## config.mk

```make
export PLATFORM = sky130hd
export DESIGN_NAME = led_slave
export DESIGN_NICKNAME = d
export VERILOG_FILES = /design/src/soc_bus_pkg.sv /design/src/led_slave.sv
export SDC_FILE = /design/constraint.sdc
export NUM_CORES = 1
export LEC_CHECK = 0
export BUFFER_PORTS_ARGS = -buffer_cell sky130_fd_sc_hd__buf_2
export CORE_UTILIZATION = 48
export DETAILED_ROUTE_END_ITERATION = 8
export GPL_TIMING_DRIVEN = 0
export PLACE_DENSITY_LB_ADDON = 0.2
export SYNTH_ARGS = -nofsm -noshare
export SYNTH_HDL_FRONTEND = slang
export SYNTH_SLANG_ARGS = --single-unit
```

## constraint.sdc

```tcl
create_clock -name clk -period 1.3 [get_ports clk]
set_input_delay 0.13 -clock clk [delete_from_list [all_inputs] [get_ports clk]]
set_output_delay 0.13 -clock clk [all_outputs]
set_load 0.02 [all_outputs]
```

## src/soc_bus_pkg.sv

```systemverilog
package soc_bus_pkg;

    localparam int ADDR_W = 32;
    localparam int DATA_W = 32;
    localparam int STRB_W = DATA_W / 8;
    localparam int PAGE_W = 3;          // 8 led pages

    // one address word seen either flat or as region + offset
    typedef union packed {
        logic [ADDR_W-1:0] raw;
        struct packed {
            logic [3:0]  region;
            logic [27:0] offset;
        } fld;
    } bus_addr_t;

    localparam logic [3:0] REGION_MEM = 4'd0;
    localparam logic [3:0] REGION_LED = 4'd2;

    localparam logic [1:0] RESP_OK     = 2'd0;
    localparam logic [1:0] RESP_DECERR = 2'd3;

    localparam logic [DATA_W-1:0] ERR_RDATA = 32'hDEAD_BEEF;

    // byte-lane merge of write data into an old word
    function automatic logic [DATA_W-1:0] byte_merge(
        input logic [DATA_W-1:0] old_word,
        input logic [DATA_W-1:0] wdata,
        input logic [STRB_W-1:0] strb
    );
        logic [DATA_W-1:0] word;
        word = old_word;
        for (int i = 0; i < STRB_W; i++) begin
            if (strb[i]) begin
                word[8*i +: 8] = wdata[8*i +: 8];
            end
        end
        return word;
    endfunction

endpackage

```

## src/led_slave.sv

```systemverilog
`timescale 1ns/1ns

module led_slave import soc_bus_pkg::*; (
    input  logic              clk,
    input  logic              rst_n,
    input  logic              led_sel,
    input  logic              sl_we,
    input  logic [DATA_W-1:0] sl_wdata,
    input  logic [STRB_W-1:0] sl_strb,
    output logic [DATA_W-1:0] led_rdata,
    output logic [DATA_W-1:0] led_reg
);

    logic [DATA_W-1:0] led_next;

    // no offset decode so the whole region aliases this register
    assign led_next = byte_merge(led_reg, sl_wdata, sl_strb);

    always_ff @(posedge clk) begin
        if (!rst_n) begin
            led_reg <= '0;
        end else if (led_sel && sl_we) begin
            led_reg <= led_next;
        end
    end

    always_ff @(posedge clk) begin
        if (led_sel) begin
            led_rdata <= sl_we ? led_next : led_reg;
        end
    end

endmodule

```

==> results.md <==
- Die width: approximately 77 µm
- Clock Path Buffers: 2
- ANT cells: 0
- Net Count, Synth: 252
- Rel. slew slack: a little over two fifths
- Number of clock sinks: between 60 and 70
- Post-synth cell types: 10
- DP Wirelength: roughly 4000 µm
- DR pass1 iterations: 4
- Layout cell share with drive strength beyond 1: between 50% and 60%
- Remaining antenna violation count: 0
- Largest net degree at the start of global routing: 37
- Post-placement setup slack: -253 ps
- DIE AREA: between 5000 and 6000 µm²
- Critical Path RT: between 1500 and 2000 ps
- Setup violators final: 0
- Ranking of synthesized cells by area: edfxtp_1 (36%), dfxtp_1 (24%), mux2_2 (13%)
- Number of synthesized flops with an enable pin: 32
- Wirelength per Cell: between 10 and 15 µm
- Clk_skew: between 9 and 10 ps
- Max-cap violation count: 0
- Pwr/cell area: approximately 1300 nW/µm²
- Mapped Area: about 2700 µm²
- Leak: between 1.5 and 2 nW
- Yosys top cell by area: edfxtp_1
- Period minus WS final: approximately 1200 ps
- Net switching power: between 1 and 1.5 mW
- Grt ovf: 0
- Worst hold path type: in -> reg
- CTS Buf Count: 9
- Worst hold margin: ~53 ps
- Sw frac: 24.9%
- Internal power: 3.41 mW
- Status: finished clean
- Yosys warns: 0
- H-Tree Depth: 3
- Setup_tns: 0 ps
- Skew-Pair Late Insertion Delay: between 300 and 400 ps
- Post-layout util: between 60% and 70%
- Core Rows: 26
- Dpl cell area: 3270 µm²
- Final WS setup: 110 ps
- Gate power share: approximately an eighth
- Core outline area: about 5200 µm²
- Starting density of the core: between 50% and 60%
- Final Net Count: about 360
- Cts hold-fix bufs: 0
- Max IR drop VDD: 885 µV
- Post-Layout Cell Count: 399
- Total wire length: approximately 5800 µm
- Sequential group share of total power: 50.1%
- CP max stage delay: 650 ps
- FF-to-FF path depth: 1
- Post-CTS setup buffers: 0
- Arrival @ worst endpoint: approximately 1500 ps
- Vias: about 2000
- Top_reg_cell synth: edfxtp_1
- Commonest cells post-synth: nand2_1 (64), dfxtp_1 (32), edfxtp_1 (32), mux2_2 (32), mux2i_1 (32)
- Initial antenna violation count: 0
- Max Slew Vio Count: 0
- Clock-pin slew on the worst setup and hold paths: about 70 ps
- Mean Syn Cell Area: ~13 µm²
- IO Count: between 100 and 150
- DR vias/cell: approximately 5
- PortBufs: 101
- Crit-path max FO: 36
- Clk network pwr share: 37.5%
- Remaining DRCs: 0
- Count leader, synth: nand2_1
- Slowest CP cell: buf_2
- Post-cts sizing count: 0
- Worst-Margin Slew: approximately 850 ps
- First-pass GRT wire length: 9180 µm
- TritonCTS clock tree: built
- Cells after synthesis: 212
- Vias in the first global route: around 2000
- Area grow syn2layout: 29.6%
- Worst Setup Start Kind: input pin
- Clk root buf: clkbuf_8
- 1st-iter DRT viols: 54
- CP Capture Type: flop
- Yosys top cell area share: 35.9%
- Asr flop ratio synth: 0%
- Final critical-path share of the clock period: approximately nine tenths
- Number of synthesized register bits: 64
- CP Class: in -> reg
- Fmax: approximately 840 MHz
- Final Power: approximately 4.5 mW
- RSZ-0062 raised after global routing: no
- Final hold viol count: 0
- Worst Hold Depth: 3
- GP Congestion: about 0.74
- Total track usage: between 20% and 30%
- Crit-path cells: buf_2, and3_4, buf_6, mux2i_1
- Placed cell count: ~380
- Register area share after synthesis: 59.8%
- Fin area: 3470 µm²
- Die Ht: between 70 and 80 µm
-- placed cells by master (no fill, tap or decap) --
| cell type | Yosys | routed |
|---|---|---|
| dfxtp_1 | 32 | 32 |
| mux2i_1 | 32 | 32 |
| and3_4 | 3 | 3 |
| buf_2 | 7 | 108 |
| buf_6 | 5 | 5 |
| mux2_2 | 32 | 32 |
| nand2_2 | 4 | 4 |
| edfxtp_1 | 32 | 32 |
| and3_1 | 1 | 1 |
| nand2_1 | 64 | 64 |
| clkinv_4 | 0 | 1 |
| clkinvlp_4 | 0 | 2 |
| bufinv_16 | 0 | 1 |
| clkbuf_8 | 0 | 10 |
| clkbuf_1 | 0 | 2 |
-- critical path: cells and delay by family --
family	cells	cell delay (ps)
buffers and inverters	2	800
muxes	1	200
and+or+nand+nor	1	300
-- final timing paths --
check	slack, ps	endpoint	start
worst max register to register	430	led_rdata[29]	led_reg[29]
worst min-delay path	50	led_reg[3]	sl_wdata[3]
worst max-delay path	110	led_reg[27]	led_sel
worst min register to register	470	led_reg[2]	led_reg[2]
-- kinds of logic after synthesis --
group / after synthesis / synth area share (%)
multiplexers: 64 / 25.4
buffers and inverters: 12 / 3.41
flip-flops: 64 / 59.8
AND/OR/NAND/NOR: 72 / 11.4
-- metal layers --
layer / track usage (%) / part of all wire (%) / vias to the layer above / wire, µm
met5: 0 / 0 / - / 0
met4: 10.0 / 1.7 / 0 / 95
met3: 5.60 / 6.5 / 11 / 375
met2: 33.3 / 49 / 68 / 2840
met1: 24.6 / 42 / 925 / 2440
li1: - / - / 965 / -
-- power groups by stage --
| stage | Clock, mW | Combinational (mW) | Sequential (mW) |
|---|---|---|---|
| 5_1_grt | 1.81 | 0.607 | 2.28 |
| 4_1_cts | 1.73 | 0.572 | 2.27 |
| 3_5_place_dp | 0 | 0.570 | 2.31 |
| 2_1_floorplan | 0 | 0.208 | 2.45 |
| 3_3_place_gp | 0 | 0.557 | 2.31 |
| 6_report | 1.70 | 0.562 | 2.27 |
-- final cells by class --
cell class                      count  area [µm²]
Multi-Input combinational cell    136         986
Fill cell                         440        1770
Timing Repair Buffer              101         505
Clock buffer                       12         145
Tap cell                           70        87.6
Buffer                             12        91.3
Sequential cell                    64        1600
Clock inverter                      4        53.8
Power figures use the tool's default switching activity.
