File: config.mk
export PLATFORM = sky130hd
export DESIGN_NAME = bus_fabric
export DESIGN_NICKNAME = d
export VERILOG_FILES = /design/src/soc_bus_pkg.sv /design/src/bus_fabric.sv
export SDC_FILE = /design/constraint.sdc
export NUM_CORES = 1
export LEC_CHECK = 0
export ABC_AREA = 1
export BUFFER_PORTS_ARGS = -buffer_cell sky130_fd_sc_hd__buf_4
export CORE_AREA = 2 2 85 87
export DETAILED_ROUTE_END_ITERATION = 8
export DIE_AREA = 0 0 87 89
export PLACE_DENSITY = 0.63
export SLEW_MARGIN = 20
export SYNTH_ARGS = -nofsm -noshare
export SYNTH_HDL_FRONTEND = slang
export SYNTH_SLANG_ARGS = --single-unit
File: constraint.sdc
create_clock -name clk -period 1.55 [get_ports clk]
set_input_delay 0.155 -clock clk [delete_from_list [all_inputs] [get_ports clk]]
set_output_delay 0.155 -clock clk [all_outputs]
set_load 0.03 [all_outputs]
File: src/soc_bus_pkg.sv
package soc_bus_pkg;

    localparam int ADDR_W = 32;
    localparam int DATA_W = 32;
    localparam int STRB_W = DATA_W / 8;
    localparam int PAGE_W = 3;          // 8 led pages

    // one address word seen either flat or as region + offset
    typedef union packed {
        logic [ADDR_W-1:0] raw;
        struct packed {
            logic [3:0]  region;
            logic [27:0] offset;
        } fld;
    } bus_addr_t;

    localparam logic [3:0] REGION_MEM = 4'd0;
    localparam logic [3:0] REGION_LED = 4'd2;

    localparam logic [1:0] RESP_OK     = 2'd0;
    localparam logic [1:0] RESP_DECERR = 2'd3;

    localparam logic [DATA_W-1:0] ERR_RDATA = 32'hDEAD_BEEF;

    // byte-lane merge of write data into an old word
    function automatic logic [DATA_W-1:0] byte_merge(
        input logic [DATA_W-1:0] old_word,
        input logic [DATA_W-1:0] wdata,
        input logic [STRB_W-1:0] strb
    );
        logic [DATA_W-1:0] word;
        word = old_word;
        for (int i = 0; i < STRB_W; i++) begin
            if (strb[i]) begin
                word[8*i +: 8] = wdata[8*i +: 8];
            end
        end
        return word;
    endfunction

endpackage

File: src/bus_fabric.sv
`timescale 1ns/1ns

module bus_fabric import soc_bus_pkg::*; #(
    parameter int MEM_DEPTH_LOG2 = 8
) (
    input  logic                      clk,
    input  logic                      rst_n,
    input  logic                      bus_req,
    input  logic                      bus_owner,
    input  logic                      bus_we,
    input  bus_addr_t                 bus_addr,
    input  logic [DATA_W-1:0]         bus_wdata,
    input  logic [STRB_W-1:0]         bus_strb,
    input  logic [DATA_W-1:0]         mem_rdata,
    input  logic [DATA_W-1:0]         led_rdata,
    output logic                      mem_sel,
    output logic                      led_sel,
    output logic                      sl_we,
    output logic [MEM_DEPTH_LOG2-1:0] sl_index,
    output logic [DATA_W-1:0]         sl_wdata,
    output logic [STRB_W-1:0]         sl_strb,
    output logic                      a_rsp,
    output logic                      b_rsp,
    output logic [DATA_W-1:0]         rdata,
    output logic [1:0]                resp,
    output logic                      err_evt
);

    logic hit_mem;
    logic hit_led;

    // response stage lines up with the slave read registers
    logic rsp_vld;
    logic rsp_owner;
    logic rsp_mem;
    logic rsp_err;

    assign hit_mem = bus_addr.fld.region == REGION_MEM;
    assign hit_led = bus_addr.fld.region == REGION_LED;

    assign mem_sel  = bus_req && hit_mem;
    assign led_sel  = bus_req && hit_led;
    assign sl_we    = bus_we;
    assign sl_index = bus_addr.raw[MEM_DEPTH_LOG2+1:2];   // word index wraps in region 0
    assign sl_wdata = bus_wdata;
    assign sl_strb  = bus_strb;

    always_ff @(posedge clk) begin
        if (!rst_n) begin
            rsp_vld   <= 1'b0;
            rsp_owner <= 1'b0;
            rsp_mem   <= 1'b0;
            rsp_err   <= 1'b0;
        end else begin
            rsp_vld   <= bus_req;
            rsp_owner <= bus_owner;
            rsp_mem   <= hit_mem;
            rsp_err   <= !(hit_mem || hit_led);
        end
    end

    assign a_rsp   = rsp_vld && !rsp_owner;
    assign b_rsp   = rsp_vld && rsp_owner;
    assign err_evt = rsp_vld && rsp_err;

    always_comb begin
        if (rsp_err) begin
            rdata = ERR_RDATA;
            resp  = RESP_DECERR;
        end else begin
            rdata = rsp_mem ? mem_rdata : led_rdata;
            resp  = RESP_OK;
        end
    end

endmodule

==> flow_summary.json <==
{
  "die_w_um": 87,
  "ir_drop_v": 0.000251,
  "fin_nets": 395,
  "wl_um": 3340,
  "synth_nets": 334,
  "clk_pin_slew_worst_paths_ns": 0.03,
  "min_period_ns": 1.41,
  "netlist.area_leader.share_pct": 35.4,
  "antenna_found_initial": 0,
  "drv_slew": 0,
  "cts_max_level": 1,
  "ys_warn_count": 0,
  "crit_path_end": "rdata[7]",
  "post_cts_buffers": 0,
  "grt_setup_unrepaired": "no",
  "numPortBuffers": 110,
  "antenna_cells": 0,
  "leakagePower_uw": 0.000958,
  "die_area_sq_um": 7740,
  "finish.instance_area_sq_um": 1640,
  "path_class": "flop to output port",
  "fin_setup_tns_ns": 0,
  "drc": 0,
  "cts_sinks": 4,
  "ctsRootBufferMaster": "clkbuf_8",
  "vias": 1290,
  "overflow": 0,
  "synthCells": 197,
  "drv_cap": 0,
  "ant_nets": 0,
  "grt.total_usage_pct": 7.11,
  "placed_area_sq_um": 1600,
  "cts_resized": 0,
  "grt_pass1_vias": 1055,
  "ys_types": 11,
  "drive_above_1_share_pct": 46.1,
  "status": "completed",
  "final_common_cell": "buf_4",
  "required_ns": 1.39,
  "clockBufferDepth": 2,
  "mostFrequentLayoutCells": "111 x buf_4, 71 x nand2_1, 24 x nand3_1",
  "initial_utilization_pct": 15.8,
  "endpoint_kind": "output port",
  "avgRoutedWirePerCell_um": 9.95,
  "hpwl_um": 2720,
  "startpoint": "rsp_mem",
  "synth_area_sq_um": 1060,
  "arrival_ns": 1.25,
  "slew_headroom_pct": 84.7,
  "cts_tree": "yes",
  "area_growth_pct": 54.7,
  "cp_max_fo": 24,
  "via_per_inst": 3.84,
  "ctsHoldBuffers": 0,
  "drt_iter0_drc": 15,
  "synth_seq_cells": 4,
  "coreArea_sq_um": 6720,
  "grt_pass1_wl_um": 4560,
  "seq_area_frac_synth_pct": 7.56,
  "yosysTopAreaCell": "buf_4",
  "holdCritPathClass": "input port to flop",
  "num_rows": 30,
  "tightestPinTransition_ns": 0.229,
  "top_level_ports": 221,
  "avgSynthCellArea_sq_um": 5.38,
  "setup_viol": 0,
  "finalPower_uw": 804,
  "period_share_pct": 90.7,
  "cts-buffers-inserted": 3,
  "place_congestion": 0.649,
  "first_pass_iters": 4,
  "fmax_ghz": 0.711,
  "startpoint_type": "flop",
  "dieHeight_um": 89,
  "final_hold_viol_count": 0,
  "netlist_top_cells_area": "buf_4 35%, nand2_1 25%, nand3_1 11%",
  "cellPowerDensity_nw_per_um2": 490,
  "hold_slack_ns": 0.127,
  "grt_max_degree": 30
}
[power breakdown]
| part | leakage [uW] | internal, uW | switching (uW) | total (uW) |
|---|---|---|---|---|
| logic | 0.000903 | 234 | 246 | 480 |
| clock network | 0.0000216 | 165 | 45.7 | 210 |
| registers | 0.0000332 | 109 | 4.78 | 114 |
[metrics by stage]
step,instances,setup WS [ns],util (%)
floorplan,197,0.363,-
CTS,336,0.112,24.4
finish,336,0.143,24.4
detailed placement,333,0.338,23.8
global placement,333,0.352,23.8
global route,336,0.0592,24.4
[cell families after synthesis]
group	share of synthesized area, %
compound gates	0.472
buf+inv	47.7
flops	7.56
simple gates	44.3
[critical path, cell delays in order, from the launching register on]
cell	delay, ns
dfxtp_1	0.33
buf_12	0.16
inv_4	0.19
nand2_1	0.08
nand3_1	0.10
buf_4	0.17
[sequential cells by signal (all words and copies together) (netlist names)]
register / count
rsp_err: 1
rsp_mem: 1
rsp_owner: 1
rsp_vld: 1
[cells in the mapped netlist]
cell and n:
inv_2 1, nor2_1 22, inv_1 16, buf_2 3
nand3_1 24, buf_6 4, a21oi_1 1, buf_4 50
nand2_1 71, inv_4 1, dfxtp_1 4
[area by class of cell]
type / instances / area (sq um)
Timing Repair Buffer: 113 / 873
Clock buffer: 3 / 41.3
Multi-Input combinational cell: 118 / 474
Sequential cell: 4 / 80.1
Inverter: 18 / 70.1
Fill cell: 751 / 5080
Tap cell: 80 / 100
[worst min-delay path by stage]
stage | endpoint | from | depth (start not counted)
global route | rsp_owner | bus_owner | 3
global placement | sl_wdata[25] | bus_wdata[25] | 0
floorplan | rsp_owner | rst_n | 2
finish | rsp_owner | bus_owner | 3
detailed placement | sl_wdata[25] | bus_wdata[25] | 0
CTS | rsp_owner | bus_owner | 3
[layer usage]
layer / track usage (%) / wire length, um
met1: 7.57 / 1190
met2: 11.8 / 1510
met3: 3.23 / 513
met4: 3.84 / 133
met5: 0 / 0
(Power assumes the default switching activity.)
