[src/soc_bus_pkg.sv]
package soc_bus_pkg;

    localparam int ADDR_W = 32;
    localparam int DATA_W = 32;
    localparam int STRB_W = DATA_W / 8;
    localparam int PAGE_W = 3;          // 8 led pages

    // one address word seen either flat or as region + offset
    typedef union packed {
        logic [ADDR_W-1:0] raw;
        struct packed {
            logic [3:0]  region;
            logic [27:0] offset;
        } fld;
    } bus_addr_t;

    localparam logic [3:0] REGION_MEM = 4'd0;
    localparam logic [3:0] REGION_LED = 4'd2;

    localparam logic [1:0] RESP_OK     = 2'd0;
    localparam logic [1:0] RESP_DECERR = 2'd3;

    localparam logic [DATA_W-1:0] ERR_RDATA = 32'hDEAD_BEEF;

    // byte-lane merge of write data into an old word
    function automatic logic [DATA_W-1:0] byte_merge(
        input logic [DATA_W-1:0] old_word,
        input logic [DATA_W-1:0] wdata,
        input logic [STRB_W-1:0] strb
    );
        logic [DATA_W-1:0] word;
        word = old_word;
        for (int i = 0; i < STRB_W; i++) begin
            if (strb[i]) begin
                word[8*i +: 8] = wdata[8*i +: 8];
            end
        end
        return word;
    endfunction

endpackage

[src/bus_arbiter.sv]
`timescale 1ns/1ns

module bus_arbiter import soc_bus_pkg::*; (
    input  logic              clk,
    input  logic              rst_n,
    input  logic              a_req,
    input  logic              a_we,
    input  bus_addr_t         a_addr,
    input  logic [DATA_W-1:0] a_wdata,
    input  logic [STRB_W-1:0] a_strb,
    input  logic              b_req,
    input  logic              b_we,
    input  bus_addr_t         b_addr,
    input  logic [DATA_W-1:0] b_wdata,
    input  logic [STRB_W-1:0] b_strb,
    output logic              bus_req,
    output logic              bus_owner,    // 0 = a, 1 = b
    output logic              bus_we,
    output bus_addr_t         bus_addr,
    output logic [DATA_W-1:0] bus_wdata,
    output logic [STRB_W-1:0] bus_strb
);

    logic              turn;            // high when b wins the next conflict
    logic              hold_vld;
    logic              hold_owner;
    logic              hold_we;
    bus_addr_t         hold_addr;
    logic [DATA_W-1:0] hold_wdata;
    logic [STRB_W-1:0] hold_strb;

    logic both;
    logic pick_b;
    logic park;
    logic park_b;

    assign both   = a_req && b_req;
    assign pick_b = both ? turn : b_req;

    // hold slot goes out first so any new strobe waits one cycle
    assign park   = hold_vld ? (a_req || b_req) : both;
    assign park_b = hold_vld ? pick_b : !pick_b;

    always_ff @(posedge clk) begin
        if (!rst_n) begin
            bus_req  <= 1'b0;
            hold_vld <= 1'b0;
            turn     <= 1'b0;
        end else begin
            bus_req  <= hold_vld || a_req || b_req;
            hold_vld <= park;
            if (both && !hold_vld) begin
                turn <= ~turn;
            end
        end
    end

    always_ff @(posedge clk) begin
        if (hold_vld) begin
            bus_owner <= hold_owner;
            bus_we    <= hold_we;
            bus_addr  <= hold_addr;
            bus_wdata <= hold_wdata;
            bus_strb  <= hold_strb;
        end else if (pick_b) begin
            bus_owner <= 1'b1;
            bus_we    <= b_we;
            bus_addr  <= b_addr;
            bus_wdata <= b_wdata;
            bus_strb  <= b_strb;
        end else begin
            bus_owner <= 1'b0;
            bus_we    <= a_we;
            bus_addr  <= a_addr;
            bus_wdata <= a_wdata;
            bus_strb  <= a_strb;
        end

        if (park) begin
            hold_owner <= park_b;
            hold_we    <= park_b ? b_we : a_we;
            hold_addr  <= park_b ? b_addr : a_addr;
            hold_wdata <= park_b ? b_wdata : a_wdata;
            hold_strb  <= park_b ? b_strb : a_strb;
        end
    end

endmodule

[config.mk]
export PLATFORM = sky130hd
export DESIGN_NAME = bus_arbiter
export DESIGN_NICKNAME = d
export VERILOG_FILES = /design/src/soc_bus_pkg.sv /design/src/bus_arbiter.sv
export SDC_FILE = /design/constraint.sdc
export NUM_CORES = 1
export LEC_CHECK = 0
export ABC_AREA = 1
export CELL_PAD_IN_SITES_DETAIL_PLACEMENT = 1
export CELL_PAD_IN_SITES_GLOBAL_PLACEMENT = 1
export CORE_MARGIN = 1
export CORE_UTILIZATION = 40
export CTS_CLUSTER_DIAMETER = 100
export DETAILED_ROUTE_END_ITERATION = 7
export DONT_BUFFER_PORTS = 1
export PLACE_DENSITY_LB_ADDON = 0.2
export RECOVER_POWER = 50
export SLEW_MARGIN = 40
export SYNTH_ARGS = -nofsm -noshare
export SYNTH_HDL_FRONTEND = slang
export SYNTH_SLANG_ARGS = --single-unit
[constraint.sdc]
create_clock -name clk -period 13.7 [get_ports clk]
set_clock_uncertainty 0.2 [all_clocks]
set_input_delay 1.37 -clock clk [delete_from_list [all_inputs] [get_ports clk]]
set_output_delay 1.37 -clock clk [all_outputs]
set_load 0.02 [all_outputs]
==> flow_summary.toml <==
[layout]
fin_area_um2 = 7030
antenna_cells = 0
multiInputGateArea_um2 = 2440
layout.cells.most_common = "nand3_1"
layout-drive-gt1-share = 0.0613
mostFrequentLayoutCells = "nand3_1, nand2_1, dfxtp_1, edfxtp_1, nand4_1"
finish.net_count = 815
seqCellArea_um2 = 3560
syn2layout_area_growth_pct = 10.6
fillerInstances = 1743

[grt]
global_route.usage.total = 0.251
via_count_of_the_first_global_routing_pass = 5808
grt_start_max_net_pins = 101
grt_antenna_before_repair = 0
grt_remaining_overflow = 0
first_pass_grt_wire_length_um = 31600

[placed_design]
gp_routability_congestion = 0.776
io_buffer_count = 0
detailedPlacementHpwl_um = 11900
post_placement_cell_area_um2 = 6390

[synthesis]
syn-num-nets = 861
postSynthCellCount = 719
syn-mean-instance-area_um2 = 8.83
async_flop_share = 0
synth-edff-count = 70
synth_seq_cells = 143
synth_cell_types = 18
proportion_of_synthesized_chip_area_in_sequential_cells = 0.561
yosysWarningCount = 0
synthFlopType = "dfxtp_1"
netlist_area_um2 = 6350

[clocking]
clock_tree.buffer_depth = 2
post_cts_hold_buffer_count = 0
clock_sinks = 143
cts.clk_slew.worst_paths_ps = 60
numCtsBuffers = 17
post-cts-setup-buffer-count = 0
clk_root_buffer_cell = "clkbuf_16"
clk-insertion-delay-late_ps = 420
clock_tree.htree_level_count = 4
post_cts_resize_count = 0
tritoncts = "yes"

[worst_hold_path]
hold_class = "reg2reg"

[sta]
fin_crit_ps = 7310
relSlewSlack = -2.04
slew_violations = 173
grt_setup_unrepaired = "false"
tightest_slew_ps = 4560
report.final.hold_viol_count = 0
timing.final.crit_share = 0.534
fmaxAchievable_mhz = 137
final.setup.tns_ps = 0
setup_viol_count_final = 0
finalHoldWorstSlack_ps = 259

[power_and_ir_drop]
portion_of_total_power_attributed_to_the_clock_network = 0.432
power.switching_mw = 0.313
pwr-share-comb = 0.104
cellInternalPower_mw = 0.886
power.density_nw_per_um2 = 171
max_ir_drop_vdd_uv = 91.8
leakagePower_nw = 2.85
p_sw_frac = 0.261
pwr-share-seq = 0.464

[setup_path]
cpMaxStageDelayCell = "clkbuf_1"
ff2ff_setup_slack_ps = 6390
arrival_ps = 7160
crit_path_max_incr_delay_ps = 3240
worstPathRequired_ps = 13550
timing.critical_path.to_type = "flip-flop"
critical_path.max_fanout = 100
path_class = "reg2reg"
crit_chain = "clkinvlp_2 -> clkbuf_1 -> nand3_1 -> o21ai_4 -> buf_4"
startpoint_type = "flip-flop"

[route]
detail-route-antenna-nets = 0
drt-vias-per-instance = 6.16
wirelength_um = 20200
drc_markers = 0
detail_route.iter0.violations = 401
num_vias = 5516
wl_per_cell_um = 22.6
first_pass_iters = 5

[run_status]
outcome = "finished, violations left"
failed_checks = "max-capacitance violations, max-slew violations"

[job]
drv.max_cap_violation_count = 3

[die]
initial_utilization = 0.413
die_height_um = 128
top_level_ports = 213
floorplan.die_area_um2 = 16400
placement_rows = 45
core_ar_um2 = 15400
chipWidth_um = 128
power by group through the flow:
| stage | logic (mW) | registers [mW] | clock network, mW |
|---|---|---|---|
| after global routing | 0.140 | 0.561 | 0.544 |
| after CTS | 0.124 | 0.556 | 0.526 |
| after global placement | 0.115 | 0.564 | 0 |
| final | 0.125 | 0.556 | 0.518 |
| after floorplan | 0.0971 | 0.561 | 0 |
| after detailed placement | 0.123 | 0.565 | 0 |
critical path, delay by kind of cell (launching register included):
family | cells | cell delay, ps
buffers and inverters | 3 | 4840
AOI/OAI and AO/OA | 1 | 610
DFF | 1 | 330
and+or+nand+nor | 1 | 820
cell type report:
cell class / count / share of cell area
Timing Repair Buffer: 8 / 0.0126
Inverter: 2 / 0.00125
Clock buffer: 20 / 0.0680
Clock inverter: 11 / 0.0262
Multi-Input combinational cell: 501 / 0.347
Sequential cell: 143 / 0.507
Tap cell: 211 / 0.0376
through the flow:
step / utilization / cells / power, mW / setup slack [ps]
after floorplan: - / 719 / 0.659 / 8310
after global placement: 0.413 / 863 / 0.680 / 8980
after detailed placement: 0.416 / 865 / 0.688 / 8820
after CTS: 0.459 / 896 / 1.21 / 9240
after global routing: 0.457 / 896 / 1.24 / 5980
final: 0.457 / 896 / 1.20 / 6390
state kept, by name, indices dropped and copies added, names as in the netlist:
| register | flops |
|---|---|
| bus_addr | 32 |
| bus_owner | 1 |
| bus_req | 1 |
| bus_strb | 4 |
| bus_wdata | 32 |
| bus_we | 1 |
| hold_addr | 32 |
| hold_owner | 1 |
| hold_strb | 4 |
| hold_vld | 1 |
| hold_wdata | 32 |
| hold_we | 1 |
| turn | 1 |
path summary, 6_finish.rpt:
kind	to	start	cells after the start
worst max-delay path	hold_addr[10]	hold_vld	5
worst min-delay path	bus_addr[18]	hold_addr[18]	2
worst min register to register	bus_addr[18]	hold_addr[18]	2
worst max register to register	hold_addr[10]	hold_vld	5
logic make-up after synthesis:
kind of cell           Yosys count  share of synthesized area
AND/OR/NAND/NOR                499                      0.380
buffers and inverters           75                     0.0573
AO/OA/AOI/OAI                    2                    0.00197
flip-flops                     143                      0.561
layer usage:
| layer | vias to the layer above | wire, um | track usage |
|---|---|---|---|
| li1 | 2499 | - | - |
| met1 | 2739 | 8050 | 0.305 |
| met2 | 249 | 10100 | 0.415 |
| met3 | 29 | 1690 | 0.0772 |
| met4 | 0 | 406 | 0.0983 |
| met5 | - | 0 | 0 |
synth_stat cells, types with 2 or more instances:
library cell / instances / area, um^2
dfxtp_1: 73 / 1460
buf_1: 5 / 18.8
nand4_1: 69 / 432
nor2_1: 3 / 11.3
nand3_1: 279 / 1400
buf_4: 6 / 45.0
nand2_2: 2 / 12.5
nand2_1: 144 / 541
clkbuf_1: 19 / 71.3
edfxtp_1: 70 / 2100
buf_2: 42 / 210
(Power assumes the default switching activity.)
