$ cat src/soc_bus_pkg.sv
package soc_bus_pkg;

    localparam int ADDR_W = 32;
    localparam int DATA_W = 32;
    localparam int STRB_W = DATA_W / 8;
    localparam int PAGE_W = 3;          // 8 led pages

    // one address word seen either flat or as region + offset
    typedef union packed {
        logic [ADDR_W-1:0] raw;
        struct packed {
            logic [3:0]  region;
            logic [27:0] offset;
        } fld;
    } bus_addr_t;

    localparam logic [3:0] REGION_MEM = 4'd0;
    localparam logic [3:0] REGION_LED = 4'd2;

    localparam logic [1:0] RESP_OK     = 2'd0;
    localparam logic [1:0] RESP_DECERR = 2'd3;

    localparam logic [DATA_W-1:0] ERR_RDATA = 32'hDEAD_BEEF;

    // byte-lane merge of write data into an old word
    function automatic logic [DATA_W-1:0] byte_merge(
        input logic [DATA_W-1:0] old_word,
        input logic [DATA_W-1:0] wdata,
        input logic [STRB_W-1:0] strb
    );
        logic [DATA_W-1:0] word;
        word = old_word;
        for (int i = 0; i < STRB_W; i++) begin
            if (strb[i]) begin
                word[8*i +: 8] = wdata[8*i +: 8];
            end
        end
        return word;
    endfunction

endpackage

$ cat src/led_status_pager.sv
`timescale 1ns/1ns

module led_status_pager import soc_bus_pkg::*; (
    input  logic              clk,
    input  logic              rst_n,
    input  logic              btn_up,
    input  logic              btn_down,
    input  logic              a_rsp,
    input  logic              b_rsp,
    input  logic              err_evt,
    input  logic [DATA_W-1:0] led_reg,
    output logic [7:0]        led8,     // active low
    output logic [3:0]        led4
);

    logic [PAGE_W-1:0] page;
    logic [7:0]        cnt_a;
    logic [7:0]        cnt_b;
    logic [7:0]        cnt_err;
    logic [7:0]        page_byte;

    always_ff @(posedge clk) begin
        if (!rst_n) begin
            page    <= '0;
            cnt_a   <= '0;
            cnt_b   <= '0;
            cnt_err <= '0;
        end else begin
            if (btn_up && !btn_down) begin
                page <= page + 1'b1;        // wraps 7 -> 0
            end else if (btn_down && !btn_up) begin
                page <= page - 1'b1;
            end
            if (a_rsp)   cnt_a   <= cnt_a + 1'b1;
            if (b_rsp)   cnt_b   <= cnt_b + 1'b1;
            if (err_evt) cnt_err <= cnt_err + 1'b1;
        end
    end

    always_comb begin
        case (page)
            3'd4:    page_byte = cnt_a;
            3'd5:    page_byte = cnt_b;
            3'd6:    page_byte = cnt_err;
            3'd7:    page_byte = 8'h55;
            default: page_byte = led_reg[8*page[1:0] +: 8];  // register bytes from low to high
        endcase
    end

    assign led8 = ~page_byte;
    assign led4 = {{(4-PAGE_W){1'b0}}, page};

endmodule

$ cat config.mk
export PLATFORM = sky130hd
export DESIGN_NAME = led_status_pager
export DESIGN_NICKNAME = d
export VERILOG_FILES = /design/src/soc_bus_pkg.sv /design/src/led_status_pager.sv
export SDC_FILE = /design/constraint.sdc
export NUM_CORES = 1
export LEC_CHECK = 0
export BUFFER_PORTS_ARGS = -buffer_cell sky130_fd_sc_hd__buf_2
export CAP_MARGIN = 0
export CORE_ASPECT_RATIO = 2
export CORE_MARGIN = 2
export CORE_UTILIZATION = 46
export DETAILED_ROUTE_END_ITERATION = 7
export PLACE_DENSITY = 0.75
export SETUP_SLACK_MARGIN = 0.4
export SKIP_CTS_REPAIR_TIMING = 1
export SYNTH_ARGS = -nofsm -noshare
export SYNTH_HDL_FRONTEND = slang
export SYNTH_SLANG_ARGS = --single-unit
$ cat constraint.sdc
create_clock -name clk -period 1.9 [get_ports clk]
set_clock_uncertainty 0.1 [all_clocks]
set_input_delay 0.57 -clock clk [delete_from_list [all_inputs] [get_ports clk]]
set_output_delay 0.57 -clock clk [all_outputs]
set_load 0.01 [all_outputs]
==> flow_metrics.tcl, run 1 <==
set metrics [dict create \
    run_status "finished, violations left" \
    failed_checks "setup timing" \
    mostFrequentLayoutCell "buf_2" \
    num_antenna_cells 0 \
    placementRows 31 \
    peakVddDrop_mv 0.585 \
    power.leakage_nw 0.954 \
    hold_class "register to register" \
    crit_end "led8[4]" \
    register_area_um2 558 \
    seq_power_share_pct 40.0 \
    synth_top_cell_by_area "dfxtp_1" \
    fin_ws_ns -0.245 \
    fin_crit_sh_pct 113 \
    synth.area.top_cells "dfxtp_1 (32%), mux2i_1 (15%), xnor2_1 (5.1%)" \
    cts.clk_slew.worst_paths_ns 0.09 \
    crit_start "page[1]" \
    clockBufferDepth 2 \
    fin_area_um2 2290 \
    critPathSlowestCell "dfxtp_4" \
    syn_area_per_cell_um2 9.30 \
    combinationalPowerShare_pct 39.5 \
    htree_levels 1 \
    worst-path-buf-inv 1 \
    cellPowerDensity_nw_per_um2 695 \
    drtIter0Drc 16 \
    die_y_um 90.0 \
    maxCapViolations 0 \
    routedWlPerCell_um 13.8 \
    crit_chain "mux2_4, o221ai_2, o221a_2, buf_6" \
    required_ns 1.23 \
    antenna_found_initial 0 \
    grt_start_max_net_pins 29 \
    ys_ff_latch 27 \
    rr_worst_depth 5 \
    totalWireLength_um 4090 \
    drv_slew 0 \
    synthCells 183 \
    first_pass_iters 4 \
    post_dp_cell_area_um2 2130 \
    core-area_um2 3570 \
    rsz0062_at_grt "yes" \
    ys_types 31 \
    num_vias 1559 \
    cp.depth 4 \
    mostFrequentLayoutCells "buf_2 (43), mux2i_1 (25), dfxtp_1 (21), buf_4 (18)" \
    worstSetupStartpointType "register" \
    finalHoldWorstSlack_ns 0.373 \
    overflow 0 \
    gp_congestion 0.786 \
    nNetsFinal 292 \
    synth_nets 227 \
    p_switching_mw 0.501 \
    gr-usage-all-layers_pct 20.1 \
    clock_sinks 27 \
    r2r-start "page[1]" \
    area_growth_pct 34.8 \
    start_util_pct 47.7 \
    port_buffers 49 \
    layout-drive-gt1-share_pct 40.5 \
    setup_violations 8 \
    clkLatencyLatePin_ns 0.28 \
    crit_type "register to output port" \
    multi_input_area_um2 1140 \
    cts_tree "done" \
    r2r_slack_ns 0.24 \
    ys_seq_area_share_pct 31.8 \
    worst_r2r_endpoint "page[2]" \
    die_width_um 47.0 \
    dp_hpwl_um 3260 \
    p_int_mw 1.09 \
    die-area_um2 4230 \
    fillers 321 \
    cp_max_fo 8 \
    path_delay_family "flip-flops" \
    clkPwrFrac_pct 20.5 \
    viasPerCell 5.27 \
    cts_made_buffers 3 \
    clockRootBuffer "clkbuf_8" \
    grt_pass1_vias 1503 \
    hold_viol_final 0 \
    period_needed_ns 2.15 \
    yosysWarnings 0 \
    crit_path_end_kind "output port" \
    grt_pass1_wl_um 6290 \
    detail-route-antenna-nets 0 \
    io_pins 51 \
    p_sw_share_pct 31.4 \
    syn_area_um2 1700 \
    netlist.area_leader.share_pct 31.8 \
    drc_errors 0 \
    worstPathArrival_ns 1.48 \
    slowest_delay_ns 0.43 \
    fmax_mhz 466 \
]
metal layers:
metal | track usage (%) | vias to the layer above | share of wire [%]
li1 | - | 790 | -
met1 | 19.3 | 711 | 35
met2 | 38.8 | 51 | 58
met3 | 2.01 | 7 | 4.9
met4 | 7.41 | 0 | 2.2
met5 | 0 | - | 0
state kept, by name, indices dropped and copies added, names as in the netlist:
register / count
cnt_a: 8
cnt_b: 8
cnt_err: 8
page: 3
worst min-delay path by stage:
stage,from,end,slack (ns),cells past startpoint
after floorplan,cnt_a[7],cnt_a[7],0.34,2
after global placement,cnt_a[7],cnt_a[7],0.35,2
after detailed placement,cnt_a[7],cnt_a[7],0.36,2
after CTS,cnt_a[7],cnt_a[7],0.38,2
after global routing,cnt_a[7],cnt_a[7],0.42,2
final,cnt_a[7],cnt_a[7],0.37,2
kinds of logic after synthesis:
group                    Yosys count  share of synthesized area, %
buffers and inverters             16                          4.78
other                              1                         0.220
XOR/XNOR                          14                          7.21
AND/OR/NAND/NOR                   57                          19.4
multiplexers                      29                          17.4
adder cells (fa/ha/maj)            5                          4.12
flip-flops                        27                          31.8
AO/OA/AOI/OAI                     34                          15.1
cell type report:
class | count | area share, %
multi-input cells | 140 | 49.9
flip-flops and latches | 27 | 24.3
repair buffers | 69 | 19.4
well taps | 49 | 2.67
clock buffers | 3 | 1.80
inverters | 7 | 1.69
clock inverters | 1 | 0.218
Yosys cell counts (all sizes together):
master  instances
dfxtp          27
xnor2          10
conb            1
clkbuf          4
ha              4
a21boi          9
or3             9
fa              1
a22oi           4
xor2            4
buf             5
mux2            4
nand2          13
nand4           8
nand2b          4
nor2b           5
and2           13
o221a           4
nand3           2
inv             7
mux2i          25
nor2            1
or2             1
o221ai          8
nor3            1
o21ai           9
power by group through the flow:
stage                     sequential [mW]  combinational (mW)  clock, mW
after floorplan                     0.641               0.363          0
after global placement              0.645               0.547          0
after detailed placement            0.646               0.553          0
after CTS                           0.633               0.556      0.335
after global routing                0.642               0.686      0.360
final                               0.637               0.630      0.327
per-stage QoR:
| stage | setup WS (ns) | cells | TNS, ns | power [mW] | utilization (%) |
|---|---|---|---|---|---|
| 6_report | -0.245 | 296 | -1.69 | 1.59 | 64.3 |
| 3_5_place_dp | -0.103 | 289 | -0.103 | 1.20 | 59.6 |
| 5_1_grt | -0.309 | 296 | -2.27 | 1.69 | 64.3 |
| 3_3_place_gp | -0.0722 | 289 | -0.0722 | 1.19 | 59.6 |
| 4_1_cts | -0.297 | 293 | -1.96 | 1.52 | 60.9 |
| 2_1_floorplan | 0.0457 | 183 | 0 | 1.00 | - |
tightest hold or removal path: stages (launching register included):
cell and delay [ns]:
dfxtp_1 0.33, nand2_1 0.05, mux2i_1 0.05
(Power assumes the default switching activity.)
==> run 2, diff against run 1 <==
==> constraint.sdc (replaced) <==
create_clock -name clk -period 1.9 [get_ports clk]
set_clock_uncertainty 0.1 [all_clocks]
set_input_delay 0.19 -clock clk [delete_from_list [all_inputs] [get_ports clk]]
set_output_delay 0.19 -clock clk [all_outputs]
set_load 0.01 [all_outputs]
==> run 2 against run 1 <==
Effect of this change:
- the run now ends clean
- clock power decreased by 2%
- critical path type unchanged
- sequential share of layout area grew 1.4 points
- clock-buffer cell count rose by 1
- critical path depth stayed put
- cell area is 5.7% lower
- register-to-register slack got worse by 0.02 ns
- hold slack lost 0.19 ns
- maximum frequency is 21% higher
==> flow_metrics.tcl, run 2 (synthesized netlist as in run 1, its figures left out) <==
set metrics [dict create \
    drc_errors 0 \
    fin_util_pct 60.6 \
    p_sw_share_pct 31.3 \
    worstSetupStartpointType "register" \
    clock_sinks 27 \
    post_dp_cell_area_um2 1990 \
    die-area_um2 4230 \
    run_status "finished clean" \
    drtIter0Drc 16 \
    peakVddDrop_mv 0.489 \
    gp_congestion 0.842 \
    dp_hpwl_um 3180 \
    hold_viol_final 0 \
    die_width_um 47.0 \
    cp_max_fo 14 \
    clkPwrFrac_pct 20.4 \
    m1WireLength_um 1440 \
    p_int_mw 1.08 \
    totalWireLength_um 4030 \
    rsz0062_at_grt "yes" \
    cellPowerDensity_nw_per_um2 724 \
    period_needed_ns 1.77 \
    grt_pass1_vias 1442 \
    nNetsFinal 278 \
    setup_violations 0 \
    fin_area_um2 2160 \
    detail-route-antenna-nets 0 \
    crit_path_end_kind "output port" \
    htree_levels 1 \
    crit_type "register to output port" \
    clockBufferDepth 2 \
    mostFrequentLayoutCell "buf_2" \
    cts_made_buffers 3 \
    power.leakage_nw 0.876 \
    wl_met3_um 203 \
    wl_met2_um 2250 \
    die_y_um 90.0 \
    required_ns 1.61 \
    antenna_found_initial 0 \
    area_growth_pct 27.1 \
    start_util_pct 47.7 \
    reg_top3 "cnt_a (8), cnt_b (8), cnt_err (8)" \
    overflow 0 \
    seq_power_share_pct 41.6 \
    grt_pass1_wl_um 6190 \
    viasPerCell 5.40 \
    p_switching_mw 0.490 \
    num_vias 1522 \
    layout-drive-gt1-share_pct 36.9 \
    clockRootBuffer "clkbuf_8" \
    port_buffers 49 \
    io_pins 51 \
    worstPathArrival_ns 1.48 \
    finalHoldWorstSlack_ns 0.185 \
    placementRows 31 \
    grt_start_max_net_pins 29 \
    core-area_um2 3570 \
    drv_slew 0 \
    fmax_mhz 565 \
    cts.clk_slew.worst_paths_ns 0.09 \
    combinationalPowerShare_pct 38.1 \
    clkLatencyLatePin_ns 0.27 \
    mostFrequentLayoutCells "buf_2 (45), mux2i_1 (25), dfxtp_1 (18), nand2_1 (13), and2_1 (13)" \
    cts_tree "done" \
    maxCapViolations 0 \
    routedWlPerCell_um 14.3 \
    num_antenna_cells 0 \
    fin_crit_sh_pct 93.2 \
    first_pass_iters 4 \
    highest_layer "met4" \
    gr-usage-all-layers_pct 19.6 \
    hold_class "primary input to register" \
]
-- run 2: changes by cell type in the layout (fill, tap and decap cells not counted), moves of 2 or more --
cell,previous run,this run
buf_4,18,4
dfxtp_2,2,7
buf_6,7,4
dfxtp_1,21,18
buf_2,43,45
dfxtp_4,4,2
inv_1,5,7
-- run 2: area by class of cell --
cell class	instances	area, um^2
Sequential cell	27	557
Tap cell	49	61.3
Fill cell	337	1410
Clock buffer	4	45.0
Timing Repair Buffer	55	335
Multi-Input combinational cell	140	1140
Inverter	7	26.3
-- run 2: per-stage QoR --
stage	cells	TNS, ns	power, mW	setup slack, ns
4_1_cts	279	-0.206	1.47	-0.0709
5_1_grt	282	0	1.65	0.0465
3_5_place_dp	275	0	1.16	0.148
6_report	282	0	1.57	0.129
2_1_floorplan	183	0	0.989	0.352
3_3_place_gp	275	0	1.15	0.208
-- run 2: critical path: stages (launching register included) --
cell and delay [ns]:
dfxtp_4 0.37, buf_8 0.15, or2_4 0.25, o221a_2 0.31, buf_6 0.12
-- run 2: path summary, 6_finish.rpt --
kind | slack [ns] | depth (start not counted) | start | end
min reg2reg | 0.38 | 2 | cnt_a[7] | cnt_a[7]
max | 0.13 | 4 | page[0] | led8[0]
max reg2reg | 0.22 | 5 | page[1] | page[2]
min | 0.19 | 3 | err_evt | cnt_err[1]
-- run 2: power by group through the flow --
stage          Clock (mW)  Sequential [mW]  Combinational, mW
2_1_floorplan           0            0.639              0.350
3_3_place_gp            0            0.661              0.490
3_5_place_dp            0            0.662              0.496
4_1_cts             0.326            0.648              0.497
5_1_grt             0.343            0.656              0.653
6_report            0.319            0.651              0.596
-- run 2: metal layers --
| metal | vias up | global-route usage, % |
|---|---|---|
| li1 | 761 | - |
| met1 | 697 | 19.3 |
| met2 | 53 | 36.5 |
| met3 | 11 | 2.21 |
| met4 | 0 | 8.80 |
| met5 | - | 0 |
